`config.mk`:
```
export PLATFORM = sky130hd
export DESIGN_NAME = eth_tx_top
export DESIGN_NICKNAME = d
export VERILOG_FILES = /design/src/source/eth_tx_pkg.sv /design/src/source/frame_cfg_if.sv /design/src/source/eth_tx_regs.sv /design/src/source/dibit_reorder.sv /design/src/source/eth_crc32.sv /design/src/source/mac_tx.sv /design/src/source/eth_tx_top.sv
export VERILOG_INCLUDE_DIRS = /design/src /design/src/source
export SDC_FILE = /design/constraint.sdc
export NUM_CORES = 1
export LEC_CHECK = 0
export ABC_AREA = 1
export ABC_CLOCK_PERIOD_IN_PS = 7850
export BUFFER_PORTS_ARGS = -buffer_cell sky130_fd_sc_hd__buf_2
export CELL_PAD_IN_SITES_DETAIL_PLACEMENT = 1
export CELL_PAD_IN_SITES_GLOBAL_PLACEMENT = 2
export CORE_MARGIN = 2
export CORE_UTILIZATION = 42
export CTS_CLUSTER_SIZE = 14
export DETAILED_ROUTE_END_ITERATION = 8
export PLACE_DENSITY = 0.91
export REMOVE_ABC_BUFFERS = 1
export SLEW_MARGIN = 30
export SYNTH_ARGS = -nofsm -noshare
export SYNTH_HDL_FRONTEND = slang
export SYNTH_SLANG_ARGS = --single-unit
```
`constraint.sdc`:
```
create_clock -name clk -period 7.85 [get_ports clk]
set_input_delay 1.57 -clock clk [delete_from_list [all_inputs] [get_ports clk]]
set_output_delay 1.57 -clock clk [all_outputs]
set_load 0.1 [all_outputs]
```
`src/source/eth_tx_params.svh`:
```
`ifndef ETH_TX_PARAMS_SVH
`define ETH_TX_PARAMS_SVH

// field lengths in dibits, four dibits per byte
`define ETH_PREAMBLE_LEN  28
`define ETH_SFD_LEN       4
`define ETH_MAC_LEN       24
`define ETH_TYPE_LEN      8
`define ETH_PAYLOAD_LEN   8
// pad brings the 2 payload bytes up to the 46 byte minimum
`define ETH_PAD_LEN       176
`define ETH_FCS_LEN       16
// 96 bit times at two bits per clock
`define ETH_IPG_LEN       48

`define ETH_PREAMBLE_BYTE 8'h55
`define ETH_SFD_BYTE      8'hD5

// apb register byte offsets
`define ETH_REG_CTRL      8'h00
`define ETH_REG_DST_LO    8'h04
`define ETH_REG_DST_HI    8'h08
`define ETH_REG_SRC_LO    8'h0C
`define ETH_REG_SRC_HI    8'h10
`define ETH_REG_TYPE_DATA 8'h14

`endif

```
`src/source/eth_tx_pkg.sv`:
```
`default_nettype none

package eth_tx_pkg;

    // framer states, in wire order of the fields
    typedef enum logic [3:0] {
        IDLE      = 4'd0,
        PREAMBLE  = 4'd1,
        SFD       = 4'd2,
        DST_MAC   = 4'd3,
        SRC_MAC   = 4'd4,
        ETHERTYPE = 4'd5,
        PAYLOAD   = 4'd6,
        ZERO_PAD  = 4'd7,
        FCS       = 4'd8,
        IPG       = 4'd9
    } tx_state_e;

    // decoded apb register select
    typedef enum logic [2:0] {
        CTRL      = 3'd0,
        DST_LO    = 3'd1,
        DST_HI    = 3'd2,
        SRC_LO    = 3'd3,
        SRC_HI    = 3'd4,
        TYPE_DATA = 3'd5,
        NONE      = 3'd6
    } reg_sel_e;

endpackage

`default_nettype wire

```
`src/source/frame_cfg_if.sv`:
```
`timescale 1ns/10ps
`default_nettype none

interface frame_cfg_if;
    logic [47:0] dst_mac;
    logic [47:0] src_mac;
    logic [15:0] ethertype;
    logic [15:0] payload;
    // one cycle pulse from the register block
    logic        start;
    logic        busy;

    modport regs (output dst_mac, src_mac, ethertype, payload, start, input busy);
    modport mac  (input dst_mac, src_mac, ethertype, payload, start, output busy);
endinterface

`default_nettype wire

```
`src/source/eth_tx_regs.sv`:
```
`timescale 1ns/10ps
`default_nettype none

`include "eth_tx_params.svh"

module eth_tx_regs (
    input  wire         clk,
    input  wire         arst_n,
    input  wire  [7:0]  paddr,
    input  wire         psel,
    input  wire         penable,
    input  wire         pwrite,
    input  wire  [31:0] pwdata,
    output logic [31:0] prdata,
    output logic        pready,
    output logic        pslverr,
    frame_cfg_if.regs   cfg
);
    eth_tx_pkg::reg_sel_e sel;
    logic        access;
    logic        wr_en;
    logic [31:0] dst_lo;
    logic [15:0] dst_hi;
    logic [31:0] src_lo;
    logic [15:0] src_hi;
    logic [31:0] type_data;
    logic        start_q;

    always_comb begin
        case (paddr)
            `ETH_REG_CTRL:      sel = eth_tx_pkg::CTRL;
            `ETH_REG_DST_LO:    sel = eth_tx_pkg::DST_LO;
            `ETH_REG_DST_HI:    sel = eth_tx_pkg::DST_HI;
            `ETH_REG_SRC_LO:    sel = eth_tx_pkg::SRC_LO;
            `ETH_REG_SRC_HI:    sel = eth_tx_pkg::SRC_HI;
            `ETH_REG_TYPE_DATA: sel = eth_tx_pkg::TYPE_DATA;
            default:            sel = eth_tx_pkg::NONE;
        endcase
    end

    // no wait states, every access phase completes
    assign pready  = 1'b1;
    assign access  = psel & penable;
    // frame settings are locked while a frame is on the wire
    assign pslverr = access & ((sel == eth_tx_pkg::NONE) | (pwrite & cfg.busy));
    assign wr_en   = access & pwrite & ~pslverr;

    always_ff @(posedge clk or negedge arst_n) begin
        if (!arst_n) begin
            dst_lo    <= '0;
            dst_hi    <= '0;
            src_lo    <= '0;
            src_hi    <= '0;
            type_data <= '0;
            start_q   <= 1'b0;
        end else begin
            start_q <= 1'b0;
            if (wr_en) begin
                case (sel)
                    eth_tx_pkg::CTRL:      start_q   <= pwdata[0];
                    eth_tx_pkg::DST_LO:    dst_lo    <= pwdata;
                    eth_tx_pkg::DST_HI:    dst_hi    <= pwdata[15:0];
                    eth_tx_pkg::SRC_LO:    src_lo    <= pwdata;
                    eth_tx_pkg::SRC_HI:    src_hi    <= pwdata[15:0];
                    eth_tx_pkg::TYPE_DATA: type_data <= pwdata;
                    default: ;
                endcase
            end
        end
    end

    always_comb begin
        case (sel)
            eth_tx_pkg::CTRL:      prdata = {31'd0, cfg.busy};
            eth_tx_pkg::DST_LO:    prdata = dst_lo;
            eth_tx_pkg::DST_HI:    prdata = {16'd0, dst_hi};
            eth_tx_pkg::SRC_LO:    prdata = src_lo;
            eth_tx_pkg::SRC_HI:    prdata = {16'd0, src_hi};
            eth_tx_pkg::TYPE_DATA: prdata = type_data;
            default:               prdata = 32'd0;
        endcase
    end

    assign cfg.start     = start_q;
    assign cfg.dst_mac   = {dst_hi, dst_lo};
    assign cfg.src_mac   = {src_hi, src_lo};
    assign cfg.ethertype = type_data[31:16];
    assign cfg.payload   = type_data[15:0];

endmodule

`default_nettype wire

```
`src/source/dibit_reorder.sv`:
```
`timescale 1ns/10ps
`default_nettype none

module dibit_reorder (
    input  wire        clk,
    input  wire        arst_n,
    input  wire        in_valid,
    input  wire  [1:0] in_dibit,
    output logic       out_valid,
    output logic [1:0] out_dibit
);
    // first three dibits of the byte being collected, msb first
    logic [5:0] fill;
    logic [1:0] fill_cnt;
    logic       byte_done;
    // completed byte, shifted out from the low end
    logic [7:0] replay;
    logic [2:0] replay_left;

    assign byte_done = in_valid && (fill_cnt == 2'd3);

    always_ff @(posedge clk or negedge arst_n) begin
        if (!arst_n) begin
            fill_cnt    <= 2'd0;
            replay_left <= 3'd0;
        end else begin
            if (in_valid)
                fill_cnt <= fill_cnt + 2'd1;
            if (byte_done)
                replay_left <= 3'd4;
            else if (replay_left != 3'd0)
                replay_left <= replay_left - 3'd1;
        end
    end

    always_ff @(posedge clk) begin
        if (in_valid)
            fill <= {fill[3:0], in_dibit};
        // load lands as the previous byte's last dibit leaves
        if (byte_done)
            replay <= {fill, in_dibit};
        else
            replay <= {2'b00, replay[7:2]};
    end

    assign out_valid = (replay_left != 3'd0);
    assign out_dibit = replay[1:0];

endmodule

`default_nettype wire

```
`src/source/eth_crc32.sv`:
```
`timescale 1ns/10ps
`default_nettype none

module eth_crc32 (
    input  wire         clk,
    input  wire         arst_n,
    input  wire         clear,
    input  wire         enable,
    input  wire  [1:0]  dibit,
    output logic [31:0] crc
);
    // reflected form of 0x04C11DB7
    localparam logic [31:0] POLY = 32'hEDB88320;

    logic [31:0] lfsr;

    function automatic logic [31:0] crc_step(input logic [31:0] r, input logic b);
        logic fb;
        fb = r[0] ^ b;
        crc_step = (r >> 1) ^ (fb ? POLY : 32'd0);
    endfunction

    always_ff @(posedge clk or negedge arst_n) begin
        if (!arst_n) begin
            lfsr <= '1;
        end else if (clear) begin
            lfsr <= '1;
        end else if (enable) begin
            // dibit[0] is first on the wire
            lfsr <= crc_step(crc_step(lfsr, dibit[0]), dibit[1]);
        end
    end

    // complement and reverse so crc[31] is the first fcs bit out
    always_comb begin
        for (int i = 0; i < 32; i++)
            crc[i] = ~lfsr[31-i];
    end

endmodule

`default_nettype wire

```
`src/source/mac_tx.sv`:
```
`timescale 1ns/10ps
`default_nettype none

`include "eth_tx_params.svh"

module mac_tx (
    input  wire         clk,
    input  wire         arst_n,
    frame_cfg_if.mac    cfg,
    input  wire         ro_valid,
    input  wire  [1:0]  ro_dibit,
    input  wire  [31:0] crc,
    output logic        in_valid,
    output logic [1:0]  in_dibit,
    output logic        crc_clear,
    output logic        crc_enable,
    output logic        txen,
    output logic [1:0]  txd
);
    // cycles from a dibit entering the reorder stage to its byte slot on the wire
    localparam int REORDER_LAT = 4;

    eth_tx_pkg::tx_state_e state;
    eth_tx_pkg::tx_state_e state_next;
    logic [7:0]  cnt;
    logic [7:0]  len;
    logic        last;
    logic        launch;
    logic [47:0] dst_q;
    logic [47:0] src_q;
    logic [15:0] type_q;
    logic [15:0] data_q;
    logic        crc_field;
    logic [REORDER_LAT-1:0] crc_tag;
    logic [1:0]  fcs_pair;

    // dibit idx of a len-dibit field, most significant first
    function automatic logic [1:0] msb_dibit(input logic [47:0] field, input int len_d,
                                             input int idx);
        msb_dibit = field[2*(len_d-idx)-2 +: 2];
    endfunction

    assign launch    = (state == eth_tx_pkg::IDLE) && cfg.start;
    assign crc_clear = launch;
    assign cfg.busy  = (state != eth_tx_pkg::IDLE);

    always_comb begin
        case (state)
            eth_tx_pkg::PREAMBLE:  len = 8'(`ETH_PREAMBLE_LEN);
            eth_tx_pkg::SFD:       len = 8'(`ETH_SFD_LEN);
            eth_tx_pkg::DST_MAC:   len = 8'(`ETH_MAC_LEN);
            eth_tx_pkg::SRC_MAC:   len = 8'(`ETH_MAC_LEN);
            eth_tx_pkg::ETHERTYPE: len = 8'(`ETH_TYPE_LEN);
            eth_tx_pkg::PAYLOAD:   len = 8'(`ETH_PAYLOAD_LEN);
            // extra cycles let the last pad byte drain out of the reorder stage
            eth_tx_pkg::ZERO_PAD:  len = 8'(`ETH_PAD_LEN + REORDER_LAT);
            eth_tx_pkg::FCS:       len = 8'(`ETH_FCS_LEN);
            eth_tx_pkg::IPG:       len = 8'(`ETH_IPG_LEN);
            default:               len = 8'd1;
        endcase
    end

    always_comb begin
        case (state)
            eth_tx_pkg::PREAMBLE:  state_next = eth_tx_pkg::SFD;
            eth_tx_pkg::SFD:       state_next = eth_tx_pkg::DST_MAC;
            eth_tx_pkg::DST_MAC:   state_next = eth_tx_pkg::SRC_MAC;
            eth_tx_pkg::SRC_MAC:   state_next = eth_tx_pkg::ETHERTYPE;
            eth_tx_pkg::ETHERTYPE: state_next = eth_tx_pkg::PAYLOAD;
            eth_tx_pkg::PAYLOAD:   state_next = eth_tx_pkg::ZERO_PAD;
            eth_tx_pkg::ZERO_PAD:  state_next = eth_tx_pkg::FCS;
            eth_tx_pkg::FCS:       state_next = eth_tx_pkg::IPG;
            default:               state_next = eth_tx_pkg::IDLE;
        endcase
    end

    assign last = (cnt == len - 8'd1);

    always_ff @(posedge clk or negedge arst_n) begin
        if (!arst_n) begin
            state <= eth_tx_pkg::IDLE;
            cnt   <= 8'd0;
        end else if (state == eth_tx_pkg::IDLE) begin
            cnt <= 8'd0;
            if (cfg.start)
                state <= eth_tx_pkg::PREAMBLE;
        end else if (last) begin
            cnt   <= 8'd0;
            state <= state_next;
        end else begin
            cnt <= cnt + 8'd1;
        end
    end

    // private copy so register writes cannot disturb a frame in flight
    always_ff @(posedge clk) begin
        if (launch) begin
            dst_q  <= cfg.dst_mac;
            src_q  <= cfg.src_mac;
            type_q <= cfg.ethertype;
            data_q <= cfg.payload;
        end
    end

    always_comb begin
        in_valid = 1'b1;
        in_dibit = 2'b00;
        case (state)
            eth_tx_pkg::PREAMBLE:  in_dibit = msb_dibit({40'd0, `ETH_PREAMBLE_BYTE}, 4, cnt[1:0]);
            eth_tx_pkg::SFD:       in_dibit = msb_dibit({40'd0, `ETH_SFD_BYTE}, 4, cnt[1:0]);
            eth_tx_pkg::DST_MAC:   in_dibit = msb_dibit(dst_q, `ETH_MAC_LEN, cnt);
            eth_tx_pkg::SRC_MAC:   in_dibit = msb_dibit(src_q, `ETH_MAC_LEN, cnt);
            eth_tx_pkg::ETHERTYPE: in_dibit = msb_dibit({32'd0, type_q}, `ETH_TYPE_LEN, cnt);
            eth_tx_pkg::PAYLOAD:   in_dibit = msb_dibit({32'd0, data_q}, `ETH_PAYLOAD_LEN, cnt);
            eth_tx_pkg::ZERO_PAD:  in_valid = (cnt < 8'(`ETH_PAD_LEN));
            default:               in_valid = 1'b0;
        endcase
    end

    // crc covers dst mac through pad, tag delayed to match the reorder output
    assign crc_field = in_valid && (state inside {eth_tx_pkg::DST_MAC, eth_tx_pkg::SRC_MAC,
                                                  eth_tx_pkg::ETHERTYPE, eth_tx_pkg::PAYLOAD,
                                                  eth_tx_pkg::ZERO_PAD});

    always_ff @(posedge clk or negedge arst_n) begin
        if (!arst_n)
            crc_tag <= '0;
        else
            crc_tag <= {crc_tag[REORDER_LAT-2:0], crc_field};
    end

    assign crc_enable = crc_tag[REORDER_LAT-1];

    // fcs bits leave in wire order, higher index of each pair on txd[0]
    assign fcs_pair = crc[30 - 2*cnt[3:0] +: 2];

    always_comb begin
        if (state == eth_tx_pkg::FCS) begin
            txen = 1'b1;
            txd  = {fcs_pair[0], fcs_pair[1]};
        end else begin
            txen = ro_valid;
            txd  = ro_valid ? ro_dibit : 2'b00;
        end
    end

endmodule

`default_nettype wire

```
`src/source/eth_tx_top.sv`:
```
`timescale 1ns/10ps
`default_nettype none

module eth_tx_top (
    input  wire         clk,
    input  wire         arst_n,
    input  wire  [7:0]  paddr,
    input  wire         psel,
    input  wire         penable,
    input  wire         pwrite,
    input  wire  [31:0] pwdata,
    output logic [31:0] prdata,
    output logic        pready,
    output logic        pslverr,
    output logic        txen,
    output logic [1:0]  txd
);
    logic        ro_in_valid;
    logic [1:0]  ro_in_dibit;
    logic        ro_out_valid;
    logic [1:0]  ro_out_dibit;
    logic        crc_clear;
    logic        crc_enable;
    logic [31:0] crc;

    frame_cfg_if cfg_bus ();

    eth_tx_regs u_regs (
        .clk     (clk),
        .arst_n  (arst_n),
        .paddr   (paddr),
        .psel    (psel),
        .penable (penable),
        .pwrite  (pwrite),
        .pwdata  (pwdata),
        .prdata  (prdata),
        .pready  (pready),
        .pslverr (pslverr),
        .cfg     (cfg_bus.regs)
    );

    mac_tx u_mac (
        .clk        (clk),
        .arst_n     (arst_n),
        .cfg        (cfg_bus.mac),
        .ro_valid   (ro_out_valid),
        .ro_dibit   (ro_out_dibit),
        .crc        (crc),
        .in_valid   (ro_in_valid),
        .in_dibit   (ro_in_dibit),
        .crc_clear  (crc_clear),
        .crc_enable (crc_enable),
        .txen       (txen),
        .txd        (txd)
    );

    dibit_reorder u_reorder (
        .clk       (clk),
        .arst_n    (arst_n),
        .in_valid  (ro_in_valid),
        .in_dibit  (ro_in_dibit),
        .out_valid (ro_out_valid),
        .out_dibit (ro_out_dibit)
    );

    // crc sees the dibits in the same order as the wire
    eth_crc32 u_crc (
        .clk    (clk),
        .arst_n (arst_n),
        .clear  (crc_clear),
        .enable (crc_enable),
        .dibit  (ro_out_dibit),
        .crc    (crc)
    );

endmodule

`default_nettype wire

```
==> metrics <==
overall power 5.24 mW; dominant synthesized flop cell dfrtp_1; wl on met1 ~19,000 µm; HP Class reg2reg; number of synthesized flops with an enable pin between 100 and 150; CP bufs+invs 3; port bufs 80; Slew Viols, Final 0; Post-synth ARST share a little under three fifths; drt via density 5.39; CTS tree done; type of origin of the critical path input port; root buffer cell clkbuf_16; Hold-fix buffers, CTS 0; Critical Path Max Stage Delay around 0.77 ns; Worst Skew 0.0221 ns; synth unique cells 51; sequential fraction of the synthesis area 57.8%; R2R Setup Slk 3.82 ns; CTS buffer count 38; Max rail drop VDD 0.224 mV; routability congestion estimate 0.811; min Tclk post-route 6.51 ns; Post-route DRC 0; met2 routed wirelength 22,400 µm; Avg Cell Area, Syn ~9.2 µm²; placed cells about 2,100; final setup vio count 0; initial core utilization between 40% and 50%; crit-path leading delay family buffers and inverters; hpwl dp 28,500 µm; placed cell areas 15,900 µm²; Area Growth Syn to Fin 12.9%; Syn Inst Count 1,646; DRT Pass-1 Iters 5; Peak Freq 154 MHz; Detail Route Antenna Nets 0; Die ar. 37,700 µm²; Crit Reg-Reg Endpoint u_reorder.fill[1]; Critical Path AT roughly 5 ns; Final Cell Area between 15,000 and 20,000 µm²; wire length per cell 20.2 µm; ANT cells 0; wire length on met3 1400 µm; initial antenna violation count 1; nets@finish 1,762; nature of the critical path endpoint primary output; MaxCap Viol Count 0; core area 35,600 µm²; Finished Layout Cells 2,196; Top Metal Used met5; via count 11,800; Cell Chain, Critical Path buf_2 -> nor2_1 -> nand2_1 -> nor3_4 -> nand2_1 -> ha_1 -> o21a_2 -> a21oi_4 -> nand3_4 -> inv_1 -> nand2_1 -> o21ai_0 -> nor2_1 -> a21oi_1 -> buf_2; Die H 194 µm; Fin. Hold Viols 0; cell count along the critical path 15; setup bufs post-CTS 0; GRT Total Usage about a quarter; period utilisation layout between 80% and 90%; reg2reg start u_mac.cnt[1]; pwr/cell area just over 300 nW/µm²; R2R cell count 13; clk buf depth 3; total grt overflow 0; critical path's slowest cell inv_1; Synth Register Bits 324; status finished, final reports clean; Core Rows 69; Critical Path End prdata[1]; later-pin clock latency in the skew report between 0.5 and 0.6 ns; Die Wd 194 µm; CP max FO 21; Post-Syn Area 15,200 µm²; setup tns final 0 ns; unrepaired setup endpoints after global routing no; leakage 7.82 nW; H-tree Lvls 2; CP startpoint paddr[1]; number of gates resized after cts 0; Yosys warnings 0; Routed WL 44,300 µm; fraction of layout cells with a size suffix above 1 13.2%; CTS clk-pin slew, worst paths 0.05 ns; Top-Level Pins 82; CTS Sinks 324; worst path required time 6.28 ns; drt initial violations 600; largest net degree at the start of global routing 111; WS Path Type in2out; Slew headroom approximately a third; vias in the first global route 12,700; first-pass GRT wire length 70,300 µm; most frequent CP cell nand2_1; slew at the pin closest to its max-slew limit 0.980 ns
sequential cells by signal, indices dropped and copies added, names as in the netlist:
| signal | count |
|---|---|
| u_reorder.replay | 8 |
| u_regs.src_lo | 32 |
| u_mac.state | 4 |
| u_mac.data_q | 16 |
| u_reorder.replay_left | 3 |
| u_mac.dst_q | 48 |
| u_regs.dst_lo | 32 |
| u_mac.src_q | 48 |
| u_mac.type_q | 16 |
| u_regs.cfg.start | 1 |
| u_mac.crc_tag | 4 |
| u_reorder.fill | 6 |
| u_crc.lfsr | 32 |
| u_regs.type_data | 32 |
| u_regs.dst_hi | 16 |
| u_mac.cnt | 8 |
| u_reorder.fill_cnt | 2 |
| u_regs.src_hi | 16 |
worst min-delay path by stage:
stage	start	endpoint	slack, ns	cells after the start
finish	u_mac.crc_tag[0]	u_mac.crc_tag[1]	0.35	0
detailed placement	u_mac.crc_tag[1]	u_mac.crc_tag[2]	0.34	0
CTS	u_mac.crc_tag[0]	u_mac.crc_tag[1]	0.35	0
global route	u_mac.crc_tag[1]	u_mac.crc_tag[2]	0.37	0
global placement	u_mac.crc_tag[0]	u_mac.crc_tag[1]	0.34	0
floorplan	u_mac.crc_tag[0]	u_mac.crc_tag[1]	0.33	0
power breakdown:
group          switching (mW)  total, mW  internal [mW]
sequential             0.0940       2.03           1.93
clock                   0.720       1.76           1.04
combinational            1.03       1.46          0.431
total                    1.84       5.24           3.40
layout by cell type, fill, tap and decap left out, drive strengths merged:
master    instances
nand2           401
inv             226
dfrtp           150
edfxtp          134
o21ai           134
nor2            125
nand3           121
buf              92
a21oi            83
clkbuf           50
dfstp            32
a22oi            23
mux2             20
o22ai            19
clkinv           19
xor2             18
a31oi            13
o21a             13
ha               12
dfxtp             8
nor3              7
o211ai            6
nand4             4
a32oi             4
o311ai            3
xnor2             3
a221oi            2
nor3b             2
o2111ai           2
o31ai             2
bufinv            2
clkinvlp          2
and2              1
and3              1
conb              1
metrics by stage:
stage	setup slack [ns]	util (%)	hold slack (ns)
after global routing	0.972	48.2	0.366
after detailed placement	1.33	44.6	0.339
after CTS	1.31	48.1	0.353
final	1.34	48.2	0.351
after floorplan	1.21	-	0.331
after global placement	1.41	44.6	0.337
per-layer routing:
| layer | global-route usage (%) | vias up |
|---|---|---|
| met4 | 8.70 | 2 |
| met2 | 42.0 | 229 |
| li1 | - | 5536 |
| met5 | 0 | - |
| met1 | 29.7 | 5974 |
| met3 | 2.94 | 87 |
cells in the mapped netlist, drive strengths merged, types with 8 or more instances:
master	number	area share (%)
a21oi	83	2.8
o22ai	19	0.78
inv	227	5.6
nand3	121	4.2
nor2	125	3.7
dfstp	32	5.5
o21a	13	0.65
buf	55	2.2
dfrtp	150	25
a22oi	23	1.1
edfxtp	134	27
a31oi	13	0.54
o21ai	134	4.4
dfxtp	8	1.1
mux2	20	1.5
ha	12	0.99
nand2	401	10
clkbuf	18	0.45
xor2	18	1.0
cell families after synthesis:
logic type	after synthesis	synth area share, %
fa+ha+maj	12	0.989
xor+xnor	21	1.34
mux	20	1.48
flops	324	57.8
buf+inv	302	8.30
other cells	1	0.0247
simple gates	662	18.6
compound gates	304	11.4
cell type report:
cell class	count	area, µm²
clock buffers	50	1080
fillers	4093	18400
inverters	229	862
flip-flops and latches	324	8780
well taps	461	577
multi-input cells	1020	5150
clock inverters	20	178
repair buffers	92	524
Note: power is estimated with default switching activity, not from simulation.
